### src/logic/hamming_code_pkg.sv
/* Hamming(7,4) code definitions shared by the encoder and decoder.
   Holds the widths, the codeword layout and the syndrome values for each data bit. */
package hamming_code_pkg;

    localparam int data_bits   = 4;
    localparam int parity_bits = 3;
    localparam int code_bits   = data_bits + parity_bits;

    // one 7-bit word, seen either as bits or as parity/data fields
    typedef union packed {
        logic [code_bits-1:0] raw;
        struct packed {
            logic [parity_bits-1:0] parity;
            logic [data_bits-1:0]   data;
        } f;
    } codeword_u;

    // syndrome pointing at each data bit, ordered {p2, p1, p0}
    localparam logic [parity_bits-1:0] syn_d0 = 3'b110;
    localparam logic [parity_bits-1:0] syn_d1 = 3'b101;
    localparam logic [parity_bits-1:0] syn_d2 = 3'b011;
    localparam logic [parity_bits-1:0] syn_d3 = 3'b111;

    // parity bits over a data nibble
    function automatic logic [parity_bits-1:0] calc_parity(
        input logic [data_bits-1:0] d
    );
        logic [parity_bits-1:0] p;
        p[0] = d[1] ^ d[2] ^ d[3];
        p[1] = d[0] ^ d[2] ^ d[3];
        p[2] = d[0] ^ d[1] ^ d[3];
        return p;
    endfunction

endpackage

### src/logic/serial_frame_pkg.sv
/* Serial framing constants for the bit-serial transmit input.
   One frame carries one data nibble, most significant bit first. */
package serial_frame_pkg;

    // serial bits per frame, one per data bit
    localparam int frame_bits = 4;

    // width of the frame bit counter
    localparam int bit_cnt_w = 2;

    // counter value of the last bit in a frame
    localparam logic [bit_cnt_w-1:0] frame_last = bit_cnt_w'(frame_bits - 1);

endpackage

### src/logic/hamming_link_top.sv
/* Top level of the Hamming(7,4) serial link with plain ports.
   The channel from code_word back to rx_word is closed outside this block. */
`timescale 1ns/10ps

module hamming_link_top (
    input  logic                                   clk,
    input  logic                                   rst_n,

    // transmit side
    input  logic                                   sin,
    input  logic                                   sin_strobe,
    output logic [hamming_code_pkg::code_bits-1:0]   code_word,
    output logic                                   code_strobe,

    // receive side
    input  logic [hamming_code_pkg::code_bits-1:0]   rx_word,
    input  logic                                   rx_strobe,
    output logic [hamming_code_pkg::data_bits-1:0]   data_out,
    output logic [hamming_code_pkg::parity_bits-1:0] syndrome,
    output logic                                   corrected,
    output logic                                   data_strobe
);

    hamming_serial_encoder u_encoder (
        .clk         (clk),
        .rst_n       (rst_n),
        .sin         (sin),
        .sin_strobe  (sin_strobe),
        .code_word   (code_word),
        .code_strobe (code_strobe)
    );

    // no link between the two halves here
    hamming_syndrome_decoder u_decoder (
        .clk         (clk),
        .rst_n       (rst_n),
        .rx_word     (rx_word),
        .rx_strobe   (rx_strobe),
        .data_out    (data_out),
        .syndrome    (syndrome),
        .corrected   (corrected),
        .data_strobe (data_strobe)
    );

endmodule

### src/logic/hamming_serial_encoder.sv
/* Transmit side: collects strobed serial bits into a nibble and emits a Hamming(7,4)
   codeword with a one-cycle strobe once every four bits. */
`timescale 1ns/10ps

module hamming_serial_encoder (
    input  logic                                 clk,
    input  logic                                 rst_n,
    input  logic                                 sin,
    input  logic                                 sin_strobe,
    output logic [hamming_code_pkg::code_bits-1:0] code_word,
    output logic                                 code_strobe
);

    // first three bits of the frame, d3 ends up at the top
    logic [hamming_code_pkg::data_bits-2:0] shift_q;

    // position of the next bit inside the frame
    logic [serial_frame_pkg::bit_cnt_w-1:0] bit_cnt;

    // nibble as it stands once the current bit is added
    logic [hamming_code_pkg::data_bits-1:0] nibble;

    logic                        last_bit;
    hamming_code_pkg::codeword_u next_word;

    assign nibble   = {shift_q, sin};
    assign last_bit = sin_strobe && (bit_cnt == serial_frame_pkg::frame_last);

    // assemble the codeword from the finished nibble
    always_comb begin
        next_word.f.data   = nibble;
        next_word.f.parity = hamming_code_pkg::calc_parity(nibble);
    end

    // data shift, left into bit 0
    always_ff @(posedge clk) begin
        if (sin_strobe) begin
            shift_q <= nibble[hamming_code_pkg::data_bits-2:0];
        end
    end

    // frame counter
    always_ff @(posedge clk) begin
        if (!rst_n) begin
            bit_cnt <= '0;
        end else if (sin_strobe) begin
            if (last_bit) begin
                bit_cnt <= '0;
            end else begin
                bit_cnt <= bit_cnt + 1'b1;
            end
        end
    end

    // codeword output, held until the next frame completes
    always_ff @(posedge clk) begin
        if (!rst_n) begin
            code_word   <= '0;
            code_strobe <= 1'b0;
        end else begin
            code_strobe <= last_bit;
            if (last_bit) begin
                code_word <= next_word.raw;
            end
        end
    end

endmodule

### src/logic/hamming_syndrome_decoder.sv
/* Receive side: two-stage Hamming(7,4) decoder that corrects one flipped bit.
   Results come out two cycles after rx_strobe, and a strobe every cycle is accepted. */
`timescale 1ns/10ps

module hamming_syndrome_decoder (
    input  logic                                   clk,
    input  logic                                   rst_n,
    input  logic [hamming_code_pkg::code_bits-1:0]   rx_word,
    input  logic                                   rx_strobe,
    output logic [hamming_code_pkg::data_bits-1:0]   data_out,
    output logic [hamming_code_pkg::parity_bits-1:0] syndrome,
    output logic                                   corrected,
    output logic                                   data_strobe
);

    hamming_code_pkg::codeword_u rx_cw;
    logic [hamming_code_pkg::parity_bits-1:0] rx_syn;

    // stage one registers
    hamming_code_pkg::codeword_u s1_word;
    logic [hamming_code_pkg::parity_bits-1:0] s1_syn;
    logic s1_valid;

    // stage two correction
    logic [2:0] err_pos;
    logic err_hit;
    hamming_code_pkg::codeword_u fixed_word;

    assign rx_cw = rx_word;

    // recomputed parity against received parity
    assign rx_syn = hamming_code_pkg::calc_parity(rx_cw.f.data) ^ rx_cw.f.parity;

    always_ff @(posedge clk) begin
        if (rx_strobe) begin
            s1_word <= rx_cw;
            s1_syn  <= rx_syn;
        end
    end

    always_ff @(posedge clk) begin
        if (!rst_n) begin
            s1_valid <= 1'b0;
        end else begin
            s1_valid <= rx_strobe;
        end
    end

    // syndrome to bit position
    always_comb begin
        err_hit = 1'b1;
        case (s1_syn)
            hamming_code_pkg::syn_d0: err_pos = 3'd0;
            hamming_code_pkg::syn_d1: err_pos = 3'd1;
            hamming_code_pkg::syn_d2: err_pos = 3'd2;
            hamming_code_pkg::syn_d3: err_pos = 3'd3;
            // single syndrome bit means a parity bit went bad
            3'b001: err_pos = 3'(hamming_code_pkg::data_bits);
            3'b010: err_pos = 3'(hamming_code_pkg::data_bits + 1);
            3'b100: err_pos = 3'(hamming_code_pkg::data_bits + 2);
            default: begin
                err_pos = 3'd0;
                err_hit = 1'b0;
            end
        endcase
    end

    always_comb begin
        fixed_word = s1_word;
        if (err_hit) begin
            fixed_word.raw[err_pos] = ~s1_word.raw[err_pos];
        end
    end

    always_ff @(posedge clk) begin
        if (!rst_n) begin
            data_out    <= '0;
            syndrome    <= '0;
            corrected   <= 1'b0;
            data_strobe <= 1'b0;
        end else begin
            data_strobe <= s1_valid;
            if (s1_valid) begin
                data_out  <= fixed_word.f.data;
                syndrome  <= s1_syn;
                corrected <= |s1_syn;
            end
        end
    end

endmodule

### config.mk
export PLATFORM = sky130hd
export DESIGN_NAME = hamming_link_top
export DESIGN_NICKNAME = d
export VERILOG_FILES = /design/src/logic/hamming_code_pkg.sv /design/src/logic/serial_frame_pkg.sv /design/src/logic/hamming_link_top.sv /design/src/logic/hamming_serial_encoder.sv /design/src/logic/hamming_syndrome_decoder.sv
export SDC_FILE = /design/constraint.sdc
export NUM_CORES = 1
export LEC_CHECK = 0
export ABC_AREA = 1
export ABC_CLOCK_PERIOD_IN_PS = 1630
export BUFFER_PORTS_ARGS = -buffer_cell sky130_fd_sc_hd__buf_2
export CAP_MARGIN = 20
export CORE_MARGIN = 4
export CORE_UTILIZATION = 53
export CTS_CLUSTER_SIZE = 25
export DETAILED_ROUTE_END_ITERATION = 8
export PLACE_DENSITY = 0.81
export SYNTH_ARGS = -nofsm -noshare
export SYNTH_HDL_FRONTEND = slang
export SYNTH_SLANG_ARGS = --single-unit
### constraint.sdc
create_clock -name clk -period 1.63 [get_ports clk]
set_input_delay 0.163 -clock clk [delete_from_list [all_inputs] [get_ports clk]]
set_output_delay 0.163 -clock clk [all_outputs]
set_load 0.02 [all_outputs]
==> results.sh, run 1 <==
export IMPL_status="complete, no violations"
export IMPL_boundaryPins=29
export IMPL_slew_headroom_pct=77.9
export IMPL_coreArea_sq_um=2520
export IMPL_clock_sinks=33
export IMPL_syn2layout_area_growth_pct=17.6
export IMPL_dp_final_hpwl_um=2070
export IMPL_nFillCells=210
export IMPL_power_density_nw_per_um2=1060
export IMPL_rows=18
export IMPL_cp_end_kind="register"
export IMPL_netlist_area_sq_um=1430
export IMPL_cpMaxStageDelayCell="edfxtp_1"
export IMPL_layout_drive_gt1_share_pct=25.1
export IMPL_antenna_found_initial=0
export IMPL_postCtsHoldBufs=0
export IMPL_h_tree_depth=2
export IMPL_register_area_sq_um=791
export IMPL_grt_usage_pct=16.7
export IMPL_drc=0
export IMPL_ys_flop_type="dfxtp_1"
export IMPL_drtIter0Drc=40
export IMPL_synth_area_leaders="dfxtp_1 (28%), edfxtp_1 (27%), nand2_1 (9.0%)"
export IMPL_hold_end="u_decoder.s1_word[4]"
export IMPL_cpLargestDelayFamily="simple AND/OR/NAND/NOR gates"
export IMPL_worst_r2r_setup_slack_ns=0.13
export IMPL_r2r_end="u_decoder.data_out[3]"
export IMPL_via_per_inst=5.26
export IMPL_critPathMaxFanout=7
export IMPL_worstSetupStartpointType="register"
export IMPL_leakagePower_nw=0.769
export IMPL_synth_top_area_share_pct=28.1
export IMPL_diodes=0
export IMPL_synth_edf_count=13
export IMPL_numCtsBuffers=5
export IMPL_synth_largest_area_cell="dfxtp_1"
export IMPL_cp_data_arrival_time_ns=1.72
export IMPL_overflow=0
export IMPL_ys_async_sr_fraction_pct=0
export IMPL_cts_tree="built"
export IMPL_max_freq_ghz=0.665
export IMPL_path_buf_inv=1
export IMPL_start_util_pct=56.5
export IMPL_die_x_um=59.9
export IMPL_grt_pass1_vias=1095
export IMPL_path_clk_slew_ns=0.10
export IMPL_vias=1184
export IMPL_grt_pass1_wl_um=4490
export IMPL_finalCritPeriodShare_pct=92.3
export IMPL_drt_wl_total_um=2840
export IMPL_ys_types=24
export IMPL_cts_buffer_depth=2
export IMPL_grt_max_degree=13
export IMPL_multi_input_area_sq_um=574
export IMPL_worst_setup_path_type="register to register"
export IMPL_reg2reg_depth=10
export IMPL_dieArea_sq_um=3580
export IMPL_slew_violations=0
export IMPL_cap_violations=0
export IMPL_synthCells=158
export IMPL_worstHoldPathCells=1
export IMPL_synth_top_cells_by_count="nand2_1 (34), dfxtp_1 (20), nor2_1 (15)"
export IMPL_yosysWarnings=0
export IMPL_rsz0062_at_grt="no"
export IMPL_hold_start="rx_word[4]"
export IMPL_ys_ff_latch=33
export IMPL_design_area_sq_um=1680
export IMPL_fin_nets=207
export IMPL_ys_seq_area_share_pct=55.5
export IMPL_crit_path_max_incr_delay_ns=0.50
export IMPL_r2r_start="u_decoder.s1_syn[1]"
export IMPL_antenna_left=0
export IMPL_clock_latency_ns=0.32
export IMPL_gp_congestion=0.919
export IMPL_setup_viol=0
export IMPL_worstPathRequired_ns=1.85
export IMPL_wire_per_inst_um=12.6
export IMPL_die_h_um=59.9
export IMPL_cp_cell_sequence="inv_2 -> nand2_1 -> nand3_2 -> nand2_2 -> nand2_1 -> nor2_1 -> nor2_2 -> nand3_1 -> nand2_1 -> a21oi_1"
export IMPL_min_period_ns=1.50
export IMPL_synth_most_common_cell="nand2_1"
export IMPL_cts_root_buffer="clkbuf_4"
export IMPL_crit_top_cell="nand2_1"
export IMPL_irDropWorstVdd_mv=0.785
export IMPL_clock_skew_ns=0.00496
export IMPL_syn_avg_cell_area_sq_um=9.02
export IMPL_hp_class="input pin to register"
export IMPL_first_pass_iters=4
export IMPL_hold_viol_final=0
export IMPL_dpl_instance_area_sq_um=1610
export IMPL_fin_tns_setup_ns=0
export IMPL_port_buffers=28
export IMPL_synthesis_nets=171
export IMPL_worstMarginPinSlew_ns=0.331
power breakdown:
group,leakage (nW),switching [mW],internal (mW)
sequential,0.291,0.0431,0.921
clock,0.0326,0.256,0.213
combinational,0.445,0.218,0.128
worst reg2reg max path, delay by kind of cell (launching register included):
| family | cells | cell delay, ns |
|---|---|---|
| AO/OA/AOI/OAI | 1 | 0.06 |
| buffers and inverters | 1 | 0.16 |
| flip-flops | 1 | 0.50 |
| AND/OR/NAND/NOR | 8 | 0.70 |
final cells by class:
cell class                 count  area share (%)
sequential                    33            47.2
tap                           30            2.24
clock buffer                   8            3.51
multi-input combinational    109            34.3
inverter                      14            3.13
timing repair buffer          31            9.70
layout by cell type, fill, tap and decap left out, drive strengths merged, types with 2 or more instances in the layout:
cell type and n:
nor3 2, clkbuf 8, o211ai 2, edfxtp 13, dfxtp 20, xor2 4
nand3 12, buf 31, nor2 17, xnor2 8, o21a 3, nand2 40
o21ai 6, inv 13, a21oi 10
layer usage:
metal	vias up	wire length, um	global-route usage (%)
li1	588	-	-
met1	538	1120	20.2
met2	50	1430	28.1
met3	8	250	4.54
met4	0	49	6.65
met5	-	0	0
per-stage QoR:
step | utilization (%) | std cells | setup WS, ns | hold slack [ns] | total power [mW]
2_1_floorplan | - | 158 | 0.339 | 0.256 | 1.22
3_3_place_gp | 63.8 | 216 | 0.167 | 0.366 | 1.30
3_5_place_dp | 63.8 | 216 | 0.132 | 0.369 | 1.32
4_1_cts | 66.2 | 224 | 0.117 | 0.0239 | 1.78
5_1_grt | 66.5 | 225 | 0.0144 | 0.0275 | 1.86
6_report | 66.5 | 225 | 0.126 | 0.0363 | 1.78
flip-flops by register name, summed over array words and instances, names as in the netlist:
signal                 count
u_decoder.s1_syn           3
u_decoder.data_out         4
u_encoder.code_word        7
u_encoder.shift_q          3
u_encoder.code_strobe      1
u_decoder.corrected        1
u_decoder.data_strobe      1
u_decoder.syndrome         3
u_decoder.s1_valid         1
u_decoder.s1_word          7
u_encoder.bit_cnt          2
how the worst max path moves through the flow:
stage / startpoint / endpoint / slack (ns) / depth (start not counted)
floorplan: u_decoder.s1_syn[0] / u_decoder.data_out[2] / 0.34 / 10
global placement: u_decoder.s1_syn[0] / u_decoder.data_out[2] / 0.17 / 10
detailed placement: u_decoder.s1_syn[0] / u_decoder.data_out[3] / 0.13 / 10
CTS: u_decoder.s1_syn[0] / u_decoder.data_out[3] / 0.12 / 10
global route: u_decoder.s1_syn[0] / u_decoder.data_out[3] / 0.01 / 11
finish: u_decoder.s1_syn[1] / u_decoder.data_out[3] / 0.13 / 10
logic make-up after synthesis:
| group | Yosys count | synth area share [%] |
|---|---|---|
| AND/OR/NAND/NOR | 72 | 22.2 |
| AO/OA/AOI/OAI | 24 | 9.83 |
| adder cells (fa/ha/maj) | 1 | 0.878 |
| XOR/XNOR | 12 | 7.37 |
| buffers and inverters | 16 | 4.21 |
| flip-flops | 33 | 55.5 |
repair_timing:
action / 4_1_cts / 5_1_grt
setup buffers: 0 / 1
endpoints found under the setup margin: 0 / 3
resized for setup: 0 / 0
No activity file was read; power rests on OpenSTA's default activity.
==> run 2: changes to the inputs <==
--- a/config.mk
+++ b/config.mk
@@ -9,6 +9,7 @@
 export ABC_CLOCK_PERIOD_IN_PS = 1630
 export BUFFER_PORTS_ARGS = -buffer_cell sky130_fd_sc_hd__buf_2
 export CAP_MARGIN = 20
+export CORE_ASPECT_RATIO = 1.25
 export CORE_MARGIN = 4
 export CORE_UTILIZATION = 53
 export CTS_CLUSTER_SIZE = 25
==> results.sh, run 2 (synthesized netlist as in run 1, its figures left out) <==
export IMPL_slew_headroom_pct=77.9
export IMPL_clock_sinks=33
export IMPL_cts_buffer_depth=2
export IMPL_drc=0
export IMPL_boundaryPins=29
export IMPL_die_x_um=54.4
export IMPL_layout_common_cells="nand2_1 (33), buf_2 (28), dfxtp_1 (20), nor2_1 (15), edfxtp_1 (13)"
export IMPL_nFillCells=218
export IMPL_cpMaxStageDelayCell="edfxtp_1"
export IMPL_critPathMaxFanout=5
export IMPL_hp_class="input pin to register"
export IMPL_layout_drive_gt1_share_pct=26.5
export IMPL_cp_end_kind="register"
export IMPL_numCtsBuffers=5
export IMPL_syn2layout_area_growth_pct=20.5
export IMPL_fin_nets=208
export IMPL_path_clk_slew_ns=0.10
export IMPL_holdWs_ns=0.0289
export IMPL_min_period_ns=1.48
export IMPL_crit_top_cell="nand2_1"
export IMPL_drtIter0Drc=39
export IMPL_grt_max_degree=13
export IMPL_leakagePower_nw=0.787
export IMPL_grt_pass1_vias=1102
export IMPL_cp_cell_sequence="inv_2 -> nand2_2 -> nand2_2 -> nand2_1 -> nand2_1 -> nand2_1 -> nor2_1 -> nor2_2 -> nand3_1 -> nand2_1 -> a21oi_1"
export IMPL_dieArea_sq_um=3590
export IMPL_path_buf_inv=1
export IMPL_diodes=0
export IMPL_via_per_inst=5.15
export IMPL_rows=20
export IMPL_coreArea_sq_um=2500
export IMPL_die_h_um=66.0
export IMPL_drt_wl_total_um=2600
export IMPL_first_pass_iters=4
export IMPL_cpLargestDelayFamily="simple AND/OR/NAND/NOR gates"
export IMPL_fin_util_pct=68.6
export IMPL_antenna_left=0
export IMPL_power_density_nw_per_um2=1130
export IMPL_grt_usage_pct=17.7
export IMPL_worstPathRequired_ns=1.90
export IMPL_wire_per_inst_um=11.3
export IMPL_grt_pass1_wl_um=4520
export IMPL_worst_setup_path_type="register to register"
export IMPL_clock_skew_ns=0.00578
export IMPL_gp_congestion=0.877
export IMPL_status="complete, no violations"
export IMPL_cp_data_arrival_time_ns=1.74
export IMPL_crit_path_max_incr_delay_ns=0.47
export IMPL_cap_violations=0
export IMPL_hold_viol_final=0
export IMPL_largest_registers="u_decoder.s1_word x7, u_encoder.code_word x7, u_decoder.data_out x4"
export IMPL_postCtsHoldBufs=0
export IMPL_placed_cells=219
export IMPL_worstSetupStartpointType="register"
export IMPL_port_buffers=28
export IMPL_cts_root_buffer="clkbuf_4"
export IMPL_worstMarginPinSlew_ns=0.330
export IMPL_stdcell_count=229
export IMPL_setup_viol=0
export IMPL_final_common_cell="nand2_1"
export IMPL_cts_tree="built"
export IMPL_irDropWorstVdd_mv=0.648
export IMPL_slew_violations=0
export IMPL_antenna_found_initial=0
export IMPL_h_tree_depth=2
export IMPL_vias=1180
export IMPL_clock_latency_ns=0.33
export IMPL_dp_final_hpwl_um=1950
export IMPL_finalCritPeriodShare_pct=90.5
export IMPL_max_freq_ghz=0.678
export IMPL_start_util_pct=57.0
export IMPL_overflow=0
[run 2: changes by cell type in the layout (fill, tap and decap cells not counted), sizes merged]
cell / delta
bufinv: +1
buf: +1
clkbuf: -1
[run 2: routing by layer]
metal,global-route usage [%],vias to the layer above,share of wire (%)
li1,-,598,-
met1,19.8,529,40
met2,28.4,43,50
met3,4.74,10,7.3
met4,11.8,0,3.2
met5,0,-,0
[run 2: final cells by class]
| cell class | instances | area, sq um | share of cell area [%] |
|---|---|---|---|
| clock buffer | 7 | 55.1 | 3.21 |
| clock inverter | 1 | 30.0 | 1.75 |
| inverter | 14 | 52.6 | 3.06 |
| multi-input combinational | 109 | 577 | 33.6 |
| sequential | 33 | 791 | 46.1 |
| tap | 33 | 41.3 | 2.41 |
| timing repair buffer | 32 | 170 | 9.91 |
[run 2: worst register-to-register path: stages (launching register included)]
cell and delay, ns:
edfxtp_1 0.47, inv_2 0.13, nand2_2 0.10, nand2_2 0.11, nand2_1 0.07, nand2_1 0.06, nand2_1 0.05, nor2_1 0.11
nor2_2 0.07, nand3_1 0.07, nand2_1 0.06, a21oi_1 0.11
[run 2: report_power, final]
| part | switching (mW) | leakage, nW | internal [mW] |
|---|---|---|---|
| Combinational | 0.213 | 0.450 | 0.134 |
| Clock | 0.267 | 0.0455 | 0.366 |
| Sequential | 0.0393 | 0.291 | 0.921 |
| Total | 0.519 | 0.787 | 1.42 |
[run 2: worst paths after layout]
check	start	cells after the start	slack, ns	to
max reg2reg	u_decoder.s1_syn[0]	11	0.15	u_decoder.data_out[2]
min reg2reg	u_decoder.data_out[3]	2	0.47	u_decoder.data_out[3]
min	rx_word[5]	1	0.03	u_decoder.s1_word[5]
max	u_decoder.s1_syn[0]	11	0.15	u_decoder.data_out[2]
[run 2: what timing repair did]
item	4_1_cts	5_1_grt
gates resized for setup	0	1
setup endpoints to repair	0	1
setup buffers	0	2
[run 2: through the flow]
step | power (mW) | area, sq um | setup TNS [ns] | worst slack [ns]
final | 1.94 | 1720 | 0 | 0.155
after global routing | 2.05 | 1720 | -0.00259 | -0.00259
after CTS | 1.94 | 1700 | 0 | 0.134
after detailed placement | 1.31 | 1610 | 0 | 0.157
after global placement | 1.30 | 1610 | 0 | 0.216
after floorplan | 1.22 | 1430 | 0 | 0.339
